--- src/psramPkg.sv ---
// Shared widths, typedefs and structs of the PSRAM block
// Pin command codes, burst timing and register map
package psramPkg;

	// ------------------------------------------------
	// Widths
	// ------------------------------------------------
	typedef logic [15:0] psramDataT;    // One PSRAM word
	typedef logic [23:0] psramAddrT;    // Word address
	typedef logic [15:0] csrAddrT;      // Register bus address
	typedef logic [31:0] csrDataT;      // Register word

	// Block position on the register bus
	localparam int BlockAdrsMap = 8;                      // Upper bits that select a block
	localparam logic [BlockAdrsMap-1:0] BlockBase = 8'h08;
	localparam int CsrOffsW = $bits(csrAddrT) - BlockAdrsMap;
	typedef logic [CsrOffsW-1:0] csrOffsT;                // Offset inside the block

	// ------------------------------------------------
	// Burst and pin timing, in pin clocks
	// ------------------------------------------------
	localparam int BurstLen = 8;
	localparam int ReadWait = 4;        // Address to first read word
	localparam int InitWait = 64;       // Power-up wait before the reset command
	typedef logic [$clog2(BurstLen)-1:0] beatIdxT;
	typedef logic [$clog2(InitWait)-1:0] waitCntT;
	localparam beatIdxT LastBeat = beatIdxT'(BurstLen - 1);

	// Pin command words
	localparam psramDataT CmdRead  = 16'h00A0;
	localparam psramDataT CmdWrite = 16'h0020;
	localparam psramDataT CmdReset = 16'h00FF;

	// Register offsets
	localparam csrOffsT RegCtrl    = csrOffsT'('h0);  // Bit 0 soft reset
	localparam csrOffsT RegStatus  = csrOffsT'('h4);  // Bit 0 initDone, bit 1 busy
	localparam csrOffsT RegWrCount = csrOffsT'('h8);
	localparam csrOffsT RegRdCount = csrOffsT'('hC);

	// ------------------------------------------------
	// Structs and state
	// ------------------------------------------------
	typedef struct packed {
		psramAddrT addr;
		psramDataT data;
	} psramWrBeatT;

	typedef struct packed {
		logic      isWrite;
		psramAddrT addr;                // Already aligned to a burst
	} psramCmdT;

	typedef enum logic [3:0] {
		sInitWait, sResetCmd, sIdle, sCmd, sAddrHi, sAddrLo, sWait, sData, sDone
	} seqStateT;

	// Round an address down to its burst start
	function automatic psramAddrT burstAlign(input psramAddrT addr);
		return addr & ~psramAddrT'(BurstLen - 1);
	endfunction

endpackage

--- src/psramBurstBuf.sv ---
// Eight-word burst buffer
// Fills to full, then drains to empty, shared by both directions
`timescale 1ns/10ps
module psramBurstBuf
	import psramPkg::*;
(
	input  logic      sysClk,
	input  logic      rstN,
	input  logic      clear,         // Drops a partial or pending burst
	// Fill side
	input  logic      pushValid,
	input  psramDataT pushData,
	output logic      pushReady,
	// Drain side
	output logic      popValid,
	output psramDataT popData,
	input  logic      popReady,
	output logic      full
);

	psramDataT mem [BurstLen];
	beatIdxT   wrPtr;
	beatIdxT   rdPtr;
	logic      pushFire;
	logic      popFire;

	assign pushReady = !full;       // No pushes while draining
	assign popValid  = full;
	assign popData   = mem[rdPtr];  // Head word, held until popped
	assign pushFire  = pushValid && pushReady;
	assign popFire   = popValid && popReady;

	// ------------------------------------------------
	// Storage
	// ------------------------------------------------
	always_ff @(posedge sysClk)
	begin
		if (pushFire)
			mem[wrPtr] <= pushData;
	end

	// Pointers wrap back to zero at the end of each burst
	always_ff @(posedge sysClk)
	begin
		if (!rstN || clear)
		begin
			wrPtr <= '0;
			rdPtr <= '0;
			full  <= 1'b0;
		end
		else
		begin
			if (pushFire)
			begin
				wrPtr <= wrPtr + 1'b1;
				if (wrPtr == LastBeat)
					full <= 1'b1;       // Set on the 8th beat
			end
			if (popFire)
			begin
				rdPtr <= rdPtr + 1'b1;
				if (rdPtr == LastBeat)
					full <= 1'b0;
			end
		end
	end

endmodule

--- config.mk ---
export PLATFORM = sky130hd
export DESIGN_NAME = psramBurstBuf
export DESIGN_NICKNAME = d
export VERILOG_FILES = /design/src/psramPkg.sv /design/src/psramBurstBuf.sv
export SDC_FILE = /design/constraint.sdc
export NUM_CORES = 1
export LEC_CHECK = 0
export BUFFER_PORTS_ARGS = -buffer_cell sky130_fd_sc_hd__buf_2
export CELL_PAD_IN_SITES_DETAIL_PLACEMENT = 0
export CELL_PAD_IN_SITES_GLOBAL_PLACEMENT = 1
export CORE_MARGIN = 2
export CORE_UTILIZATION = 50
export DETAILED_ROUTE_END_ITERATION = 6
export GPL_TIMING_DRIVEN = 0
export PLACE_DENSITY_LB_ADDON = 0.1
export REMOVE_ABC_BUFFERS = 1
export SYNTH_ARGS = -nofsm -noshare
export SYNTH_HDL_FRONTEND = slang
export SYNTH_SLANG_ARGS = --single-unit
--- constraint.sdc ---
create_clock -name sysClk -period 2.95 [get_ports sysClk]
set_input_delay 0.59 -clock sysClk [delete_from_list [all_inputs] [get_ports sysClk]]
set_output_delay 0.59 -clock sysClk [all_outputs]
set_load 0.01 [all_outputs]
* Yosys cells after proc, flatten, opt, wreduce, memory -nomap -nowiden
Memories as Yosys holds them, arrays and structs flattened. A register that Yosys moved wholly into a read port is not among the register bits. Index checks and enable logic that the tools add are counted.
Operators by class: add/sub/neg operators 2, equality and inequality tests 2, mux-type cells 8, reduce and logical (&&, ||, !) cells 5
Operators with widths (count):
- $add A3 B1 Y3 const B | 2
- $eq A3 B3 Y1 const B | 2
- $mux W1 | 6
- $mux W3 | 2
- $logic_and A1 B1 Y1 | 2
- $logic_not A1 Y1 | 2
- $logic_or A1 B1 Y1 | 1
Storage, ports and cells: register bits 7, bits in writable memories 128, memories kept 1
Memory list:
- mem | words 8, bits a word 16, read ports 1, clocked after Yosys merged registers in 1, write ports 1, line psramBurstBuf.sv:21 | psramDataT mem [BurstLen];

* Depth between registers and ports, before layout
depth after elaboration 5, depth in mapped cells 4

* Least setup slack after synthesis
No wires, ideal clock.
kind input to register, start point input pushValid, end point memory mem[0][0] (netlist bit) (enable), setup time 0.409 ns, arrival 2.199 ns, setup slack 0.341 ns, stages on the path 4, path buffers 1, path through nor2b_1 clkbuf_1 nand2b_1 nor3_1
On the way: word-level cells in the longest chain between the ends 3
RTL lines:
- start: declaration | line psramBurstBuf.sv:11 | input logic pushValid,
- $logic_and A1 B1 Y1 | line psramBurstBuf.sv:30 | assign pushFire = pushValid && pushReady;
- $mux W1 | line psramBurstBuf.sv:38 | if (pushFire)
- $mux W1 (implied by the code) | line psramBurstBuf.sv:39 | mem[wrPtr] <= pushData;
- end: declaration | line psramBurstBuf.sv:21
Every way passes these cells.

==> results.yml <==
synthesis:
  synth-seq-cells: 138
  synth_cell_types: 23
  syn_avg_cell_area_sq_um: 22.7
  yosysWarnings: 0
  ys_seq_area_frac: 0.755
  netlist_instances: 236
  synth_area_sq_mm: 0.00536
placed_design:
  dp_hpwl_mm: 5.37
  dpl-instance-area_sq_mm: 0.00587
  dp_cells: 410
  port_buffers: 39
  place.gp.congestion: 0.625
timing:
  min_period_over_period: 0.958
  slew_headroom: 0.328
  clock.fmax_mhz: 354
  rsz0062_at_grt: "false"
  min_period_ns: 2.83
  finalHoldViolations: 0
  skew_ns: 0.00729
  final-max-slew-violation-count: 0
  timing.hold.ws_ns: 0.327
  setup_viol: 0
  fin_tns_setup_ns: 0
  worstMarginPinSlew_ns: 1.01
die:
  rows: 37
  boundaryPins: 40
  die_h_microns: 108
  dieWidth_microns: 108
  fp.dieArea_sq_mm: 0.0116
  start_util: 0.517
  coreArea_sq_mm: 0.0104
worst_setup_path:
  worstPathCellList: "buf_12 > mux4_1 > mux2_2 > buf_2"
  crit_type: "reg -> out"
  cp.arrival_ns: 2.24
  r2r_start: "full$_SDFF_PP0_"
  reg2reg_depth: 5
  required_ns: 2.36
  critPathTopFamily: "multiplexers"
  path_buf_inv: 2
  r2r_slack_ns: 0.67
  startpoint_type: "flop"
  slowest_stage: "mux4_1"
  crit_path_end_kind: "output pin"
  critPathMaxFanout: 21
  regToRegEndpoint: "mem[0][6]$_DFFE_PP_"
  cp_slowest_stage_delay_ns: 0.58
drt:
  vias: 2460
  viasPerCell: 5.58
  first_iter_violations: 151
  wl_per_cell_microns: 20.6
  ant_nets: 0
  drcViolationCount: 0
  drt-pass1-iter-count: 4
  drt_wl_total_mm: 9.08
clocking:
  cts.sinks: 138
  clk_latency_ns: 0.50
  postCtsHoldBufs: 0
  clk_pin_slew_ns: 0.06
  clockBufferDepth: 2
  cts_tree: "done"
  htree_levels: 4
  numCtsBuffers: 17
  cts_root_buffer: "clkbuf_8"
cells_and_area:
  fin_util: 0.618
  area_growth_pct: 19.6
  final_cell_count_no_fill: 441
  drive_above_1_share: 0.344
  finish.instance_area_sq_mm: 0.00641
  num_antenna_cells: 0
  final_net_count: 318
grt:
  grt_pass1_wl_mm: 14.0
  gr-total-overflow: 0
  antenna_found_initial: 0
  grt_pass1_vias: 2451
  grt.total_usage: 0.172
  grt_max_degree: 33
power_and_ir_drop:
  cellLeakagePower_nw: 2.15
  ir_drop_v: 0.000437
  powerDensity_mw_per_mm2: 651
hold_path:
  hold_depth: 2
  hold_start: "popReady"
  worstHoldEndpoint: "full$_SDFF_PP0_"
  hp-class: "in -> reg"
flow_run:
  max_cap_viol_count: 0
outcome:
  status: "completed"
## repair_timing
action	4_1_cts	5_1_grt
buffers inserted	0	0
endpoints found under the setup margin	4	0
resized for setup	1	0
## stage by stage
stage | setup WS (ns) | power, W
2_1_floorplan | 0.260 | 0.00226
3_3_place_gp | -1.20 | 0.00231
3_5_place_dp | 0.374 | 0.00232
4_1_cts | 0.0813 | 0.00421
5_1_grt | 0.0424 | 0.00431
6_report | 0.123 | 0.00417
## flip-flops by register name, indices dropped and copies added (netlist names), named ones only
signal and count:
full 1, mem 128, rdPtr 3, wrPtr 3
## synth_stat cells
cell type,count,area (sq um)
xor2_1,1,8.76
mux4_1,28,736
nand2_1,5,18.8
mux2_2,16,180
ha_1,4,50.1
a311oi_1,1,8.76
buf_1,4,15.0
nand2b_1,4,25.0
buf_4,1,7.51
edfxtp_1,128,3840
nor2b_1,1,6.26
mux2i_1,2,20.0
nor3_1,2,10.0
nor2_1,11,41.3
clkbuf_1,2,7.51
clkbuf_2,1,5.00
buf_6,4,45.0
inv_1,1,3.75
dfxtp_1,10,200
a21oi_1,3,15.0
mux4_2,4,90.1
xnor2_1,1,8.76
nand3_1,2,10.0
## where the power goes
group	switching, W	leakage, nW	total (W)	internal (W)
combinational	0.0000626	0.652	0.000113	0.0000503
sequential	0.00000617	1.24	0.00217	0.00216
clock	0.000711	0.256	0.00189	0.00118
## routing by layer
metal,share of wire,GRT usage,wire length [microns]
met4,0.0091,0.0440,83
met3,0.043,0.0515,394
met5,0,0,0
met2,0.48,0.260,4360
met1,0.47,0.249,4250
## how the worst max path moves through the flow
stage	to	slack (ns)	from	cells after the start
finish	popData[12]	0.12	flop	4
floorplan	popData[0]	0.26	flop	2
detailed placement	mem[0][15]$_DFFE_PP_	0.37	pushValid	6
global route	popData[7]	0.04	flop	3
global placement	mem[4][8]$_DFFE_PP_	-1.20	pushValid	4
CTS	popData[6]	0.08	flop	4
## layout make-up
type                            instances  area, sq um
Clock buffer                           21          429
Clock inverter                         10          103
Fill cell                             744         3960
Inverter                                1         3.75
Multi-Input combinational cell         85         1250
Sequential cell                       138         4050
Tap cell                              136          170
Timing Repair Buffer                   50          400
## cells by family (layout without fill, tap and decap cells)
group,after synthesis,in the layout,synth area share
flip-flops,138,138,0.755
multiplexers,50,50,0.192
AND/OR/NAND/NOR,25,25,0.0208
buffers and inverters,13,82,0.0156
adder cells (fa/ha/maj),4,4,0.00934
AO/OA/AOI/OAI,4,4,0.00444
XOR/XNOR,2,2,0.00327
## cells in the final DEF (no fill, tap or decap), types with 5 or more instances in the layout
cell         n
edfxtp_1   128
buf_2       39
mux4_1      28
mux2_2      16
clkbuf_16   16
dfxtp_1      8
nor2_2       6
nand2_1      5
nor2_1       5
Note: power is estimated with default switching activity, not from simulation.
