[src/psramPkg.sv]
// Shared widths, typedefs and structs of the PSRAM block
// Pin command codes, burst timing and register map
package psramPkg;

	// ------------------------------------------------
	// Widths
	// ------------------------------------------------
	typedef logic [15:0] psramDataT;    // One PSRAM word
	typedef logic [23:0] psramAddrT;    // Word address
	typedef logic [15:0] csrAddrT;      // Register bus address
	typedef logic [31:0] csrDataT;      // Register word

	// Block position on the register bus
	localparam int BlockAdrsMap = 8;                      // Upper bits that select a block
	localparam logic [BlockAdrsMap-1:0] BlockBase = 8'h08;
	localparam int CsrOffsW = $bits(csrAddrT) - BlockAdrsMap;
	typedef logic [CsrOffsW-1:0] csrOffsT;                // Offset inside the block

	// ------------------------------------------------
	// Burst and pin timing, in pin clocks
	// ------------------------------------------------
	localparam int BurstLen = 8;
	localparam int ReadWait = 4;        // Address to first read word
	localparam int InitWait = 64;       // Power-up wait before the reset command
	typedef logic [$clog2(BurstLen)-1:0] beatIdxT;
	typedef logic [$clog2(InitWait)-1:0] waitCntT;
	localparam beatIdxT LastBeat = beatIdxT'(BurstLen - 1);

	// Pin command words
	localparam psramDataT CmdRead  = 16'h00A0;
	localparam psramDataT CmdWrite = 16'h0020;
	localparam psramDataT CmdReset = 16'h00FF;

	// Register offsets
	localparam csrOffsT RegCtrl    = csrOffsT'('h0);  // Bit 0 soft reset
	localparam csrOffsT RegStatus  = csrOffsT'('h4);  // Bit 0 initDone, bit 1 busy
	localparam csrOffsT RegWrCount = csrOffsT'('h8);
	localparam csrOffsT RegRdCount = csrOffsT'('hC);

	// ------------------------------------------------
	// Structs and state
	// ------------------------------------------------
	typedef struct packed {
		psramAddrT addr;
		psramDataT data;
	} psramWrBeatT;

	typedef struct packed {
		logic      isWrite;
		psramAddrT addr;                // Already aligned to a burst
	} psramCmdT;

	typedef enum logic [3:0] {
		sInitWait, sResetCmd, sIdle, sCmd, sAddrHi, sAddrLo, sWait, sData, sDone
	} seqStateT;

	// Round an address down to its burst start
	function automatic psramAddrT burstAlign(input psramAddrT addr);
		return addr & ~psramAddrT'(BurstLen - 1);
	endfunction

endpackage

[src/psramCsr.sv]
// Register space of the PSRAM block
// Block address decode, soft reset bit, status and burst counters
`timescale 1ns/10ps
module psramCsr
	import psramPkg::*;
(
	input  logic    sysClk,
	input  logic    rstN,
	// Register bus
	input  logic    csrWrEn,
	input  logic    csrRdEn,
	input  csrAddrT csrAddr,
	input  csrDataT csrWrData,
	output csrDataT csrRdData,
	output logic    csrRdValid,
	// Unit side
	input  logic    initDone,
	input  logic    busy,
	input  logic    wrBurstDone,     // One pulse per finished burst
	input  logic    rdBurstDone,
	output logic    ramRst           // Soft reset, active high
);

	logic    blockHit;
	csrOffsT regOffs;
	csrDataT wrCount;
	csrDataT rdCount;
	csrDataT rdMux;

	// ------------------------------------------------
	// Decode
	// ------------------------------------------------
	assign blockHit = csrAddr[$bits(csrAddrT)-1 -: BlockAdrsMap] == BlockBase;
	assign regOffs  = csrAddr[CsrOffsW-1:0];

	always_comb
	begin
		case (regOffs)
			RegCtrl:    rdMux = {31'd0, ramRst};
			RegStatus:  rdMux = {30'd0, busy, initDone};
			RegWrCount: rdMux = wrCount;
			RegRdCount: rdMux = rdCount;
			default:    rdMux = '0;     // Unmapped offsets read zero
		endcase
	end

	// ------------------------------------------------
	// Control bit and counters
	// ------------------------------------------------
	always_ff @(posedge sysClk)
	begin
		if (!rstN)
		begin
			ramRst     <= 1'b0;
			wrCount    <= '0;
			rdCount    <= '0;
			csrRdValid <= 1'b0;
		end
		else
		begin
			if (csrWrEn && blockHit && regOffs == RegCtrl)
				ramRst <= csrWrData[0];
			if (wrBurstDone)
				wrCount <= wrCount + 1'b1;
			if (rdBurstDone)
				rdCount <= rdCount + 1'b1;
			csrRdValid <= csrRdEn && blockHit;  // Misses stay silent
		end
	end

	// Read word, one cycle after the enable
	always_ff @(posedge sysClk)
	begin
		if (csrRdEn && blockHit)
			csrRdData <= rdMux;
	end

endmodule

[config.mk]
export PLATFORM = sky130hd
export DESIGN_NAME = psramCsr
export DESIGN_NICKNAME = d
export VERILOG_FILES = /design/src/psramPkg.sv /design/src/psramCsr.sv
export SDC_FILE = /design/constraint.sdc
export NUM_CORES = 1
export LEC_CHECK = 0
export BUFFER_PORTS_ARGS = -buffer_cell sky130_fd_sc_hd__buf_2
export CORE_MARGIN = 2
export CORE_UTILIZATION = 45
export CTS_BUF_LIST = sky130_fd_sc_hd__clkbuf_8 sky130_fd_sc_hd__clkbuf_16
export DETAILED_ROUTE_END_ITERATION = 12
export MAX_ROUTING_LAYER = met4
export PLACE_DENSITY = 0.74
export SYNTH_ARGS = -nofsm -noshare
export SYNTH_HDL_FRONTEND = slang
export SYNTH_SLANG_ARGS = --single-unit
[constraint.sdc]
create_clock -name sysClk -period 5.98 [get_ports sysClk]
set_clock_uncertainty 0.2 [all_clocks]
set_input_delay 0 -clock sysClk [delete_from_list [all_inputs] [get_ports sysClk]]
set_output_delay 0 -clock sysClk [all_outputs]
set_load 0.02 [all_outputs]
After elaboration in Yosys (flattened, before gate mapping)
Cells that the tools add are included.

storage, ports and cells
  word-level logic and storage cells = 16
  input bits = 56
  register bits after elaboration = 98

cells by class
  eq/ne operators = 4
  reduce and logical (&&, ||, !) cells = 4
  $add $sub $neg = 2
  multiplexer cells = 1

operators by type and width
  cell                                            count
  one-hot mux 32 bit (4 select lines)             1
  adder 32 x 1 -> 32 bit (second input constant)  2
  == test 8 x 4 -> 1 bit (second input constant)  3
  == test 8 x 3 -> 1 bit (second input constant)  1
  zero test 8 bit                                 1
  logical AND 1 bit                               3

Longest topological paths before layout
  depth after elaboration = 3
  gate-level depth with buffers = 7

Least setup slack after synthesis
Ideal clock, no wire load.

  path kind = reg2reg
  start = reg rdCount[2]
  end = reg rdCount[26]
  path slack = 3.870 ns
  setup time = 0.070 ns
  clock period less this slack = 2.110 ns
  arrival = 1.839 ns
  stages on the path, launching flop included = 6
  cell sequence = dfxtp_1 > nand4_4 > or4_1 > buf_2 > or4_1 > a21oi_1

on the way
  word-level cells in the longest chain between the ends = 1

RTL lines
  what                    line            RTL
  start, declared         psramCsr.sv:27  csrDataT rdCount;
  start signal, assigned  psramCsr.sv:66  rdCount <= rdCount + 1'b1;
  adder 32 x 1 -> 32 bit  psramCsr.sv:66

No other way between the ends.
A chain may end at the register's enable or synchronous reset.

Final worst setup path
  start = in csrAddr[1]
  end = reg ramRst

on the way
  word-level cells in the longest chain between the ends = 2

RTL lines
  what                  line            RTL
  start, declared       psramCsr.sv:12  input csrAddrT csrAddr,
  zero test 8 bit       psramCsr.sv:61  if (csrWrEn && blockHit && regOffs == RegCtrl)
  logical AND 1 bit     psramCsr.sv:61
  end signal, assigned  psramCsr.sv:62  ramRst <= csrWrData[0];
  end, declared         psramCsr.sv:21  output logic ramRst

No other way between the ends.

==> run metrics <==
outcome completed; global-route wire length before repair 16800 um; clk root buf clkbuf_8; post-place setup slack 3.28 ns; CP Launch Type input port; Rel. slew slack 0.271; commonest cells after routing, fill and taps aside dfxtp_1 (66), buf_2 (58), a21oi_1 (42); Synth Register Bits 98; final HPWL from detailed placement 6970 um; Hold WC Path Type in2reg; Inserted Diodes 0; Die W 103 um; layout filler cell count 850; CP required 6.10 ns; Setup TNS 0 ns; Max Cap Viol 0; TritonRoute pass-1 iters 4; Cell Area, Placed 4830 um^2; Hold Violations, Final 0; DRC Markers 0; pwr dens 224 nW/um^2; setup ws final 2.96 ns; clk_lat worst skew 0.37 ns; routed vias/inst 5.81; WL per Instance 16.3 um; largest net degree at the start of global routing 64; Placement Rows 36; total grt overflow 0; worst hold start csrRdEn; Post-synth ARST share 0; crit path from csrAddr[1]; CTS Sinks 98; r2r worst-path depth 4; fmax 331 MHz; DR vias 3733; number of flops mapped to enable cells by yosys 32; GP Congestion 0.828; Starting Density 0.459; syn_nets 504; I/O Pins 90; Longest Clk Path Bufs 2; Slew @ Worst Pin 1.09 ns; WP data arrival 3.14 ns; H-tree levels 3; Cells after Synth 446; # Post-CTS Setup Buffers 0; initial antenna violation count 0; Avg Synthesized Cell Area 9.96 um^2; VDD IR max 133 uV; Period minus WS final 3.02 ns; CTS tree done; Final Cycle Share 0.506; Post-synth top flop dfxtp_1; die height 103 um; Final Setup Violations 0; critical path peak fanout 5; final WL 10500 um; clock-pin slew on the worst setup and hold paths 0.10 ns; RSZ-0062 raised after global routing false; cts bufs inserted 9; synth warn 0; WHS Path Cells 3; Iter 0 DRT Violations 216; Area Growth Syn to Fin 15.6%; CORE AREA 9680 um^2; Distinct cells, synth 38; ANT nets after route 0; Pleak 1.59 nW; nets 562; R2R Path Start rdCount[11]; Overall Global Routing Usage 0.209; CP Capture Type flip-flop; Slew Limit Fails 0; most common cell after layout, fill and taps aside dfxtp_1; Finished Cell Area 5140 um^2; full die area 10700 um^2; register area share after synthesis 0.514; vias in the first global route 3487; critical path type in2reg; Mapped Area 4440 um^2; layout cells sized above 1 0.165; Buffers on Ports 58
==> layout make-up <==
cell class	instances	area, um^2	share of cell area
Clock inverter	7	68.8	0.0134
Timing Repair Buffer	73	433	0.0842
Sequential cell	98	2280	0.444
Clock buffer	9	124	0.0241
Inverter	10	37.5	0.00730
Multi-Input combinational cell	312	2030	0.394
Tap cell	133	166	0.0324
==> worst paths after layout <==
check / to / slack (ns)
worst min-delay path: csrRdData[15] / 0.15
worst min register to register: rdCount[31] / 0.29
worst max-delay path: ramRst / 2.96
worst max register to register: rdCount[31] / 3.27
==> critical path, stage by stage <==
cell	delay (ns)
dlygate4sd3_1	0.54
buf_2	0.12
nor2_1	0.10
dlygate4sd3_1	0.58
nand2_1	0.15
or3_1	0.39
dlygate4sd3_1	0.57
a21oi_1	0.14
dlygate4sd3_1	0.56
==> sequential cells by signal, summed over array words and instances (netlist names) <==
name and cells:
csrRdData 32, csrRdValid 1, ramRst 1, rdCount 32, wrCount 32
==> synthesized netlist by cell type (4+ instances only) <==
library cell | number | area [um^2]
and2_1 | 4 | 25.0
o21ai_0 | 18 | 90.1
nor3_1 | 6 | 30.0
nand4_1 | 27 | 169
edfxtp_1 | 32 | 961
and4_1 | 9 | 78.8
nand2_1 | 22 | 82.6
a21oi_1 | 42 | 210
or4_1 | 25 | 188
a22o_1 | 30 | 263
nor4_1 | 5 | 31.3
xor2_1 | 9 | 78.8
nor2_1 | 25 | 93.8
clkbuf_1 | 22 | 82.6
o31ai_1 | 22 | 165
nand3_1 | 15 | 75.1
xnor2_1 | 11 | 96.3
dfxtp_1 | 66 | 1320
or3_1 | 18 | 113
inv_1 | 9 | 33.8
and3_1 | 6 | 37.5
==> report_power, final <==
group | switching, mW | total, mW | internal (mW) | leakage (nW)
clock network | 0.231 | 0.423 | 0.193 | 0.103
logic | 0.0196 | 0.0362 | 0.0166 | 0.710
registers | 0.00424 | 0.689 | 0.685 | 0.781
total | 0.255 | 1.15 | 0.894 | 1.59
==> logic make-up (layout without fill, tap and decap cells) <==
group	after synthesis	count (layout)	synth area share
adders and majority gates	2	2	0.00563
AOI/OAI and AO/OA	115	115	0.170
DFF	98	98	0.514
muxes	5	5	0.0144
and+or+nand+nor	170	170	0.225
buffers and inverters	36	99	0.0321
xor gates and xnor gates	20	20	0.0394
==> metrics by stage <==
step	instances	utilization	hold WS [ns]	total power, mW
after floorplan	446	-	-0.0822	0.722
after global placement	614	0.498	0.0942	0.735
after detailed placement	614	0.498	0.0959	0.737
after CTS	642	0.531	0.152	1.16
after global routing	642	0.531	0.172	1.19
final	642	0.531	0.145	1.15
==> per-layer routing <==
layer,wire length [um],GRT usage,vias up
met1,4760,0.263,1786
li1,-,-,1845
met5,0,-,-
met2,5080,0.344,91
met3,425,0.0208,11
met4,182,0.0870,0
==> timing repair <==
item,CTS,global route
resized for setup,0,0
hold buffers,12,0
endpoints found under the hold margin,23,0
(Power assumes the default switching activity.)
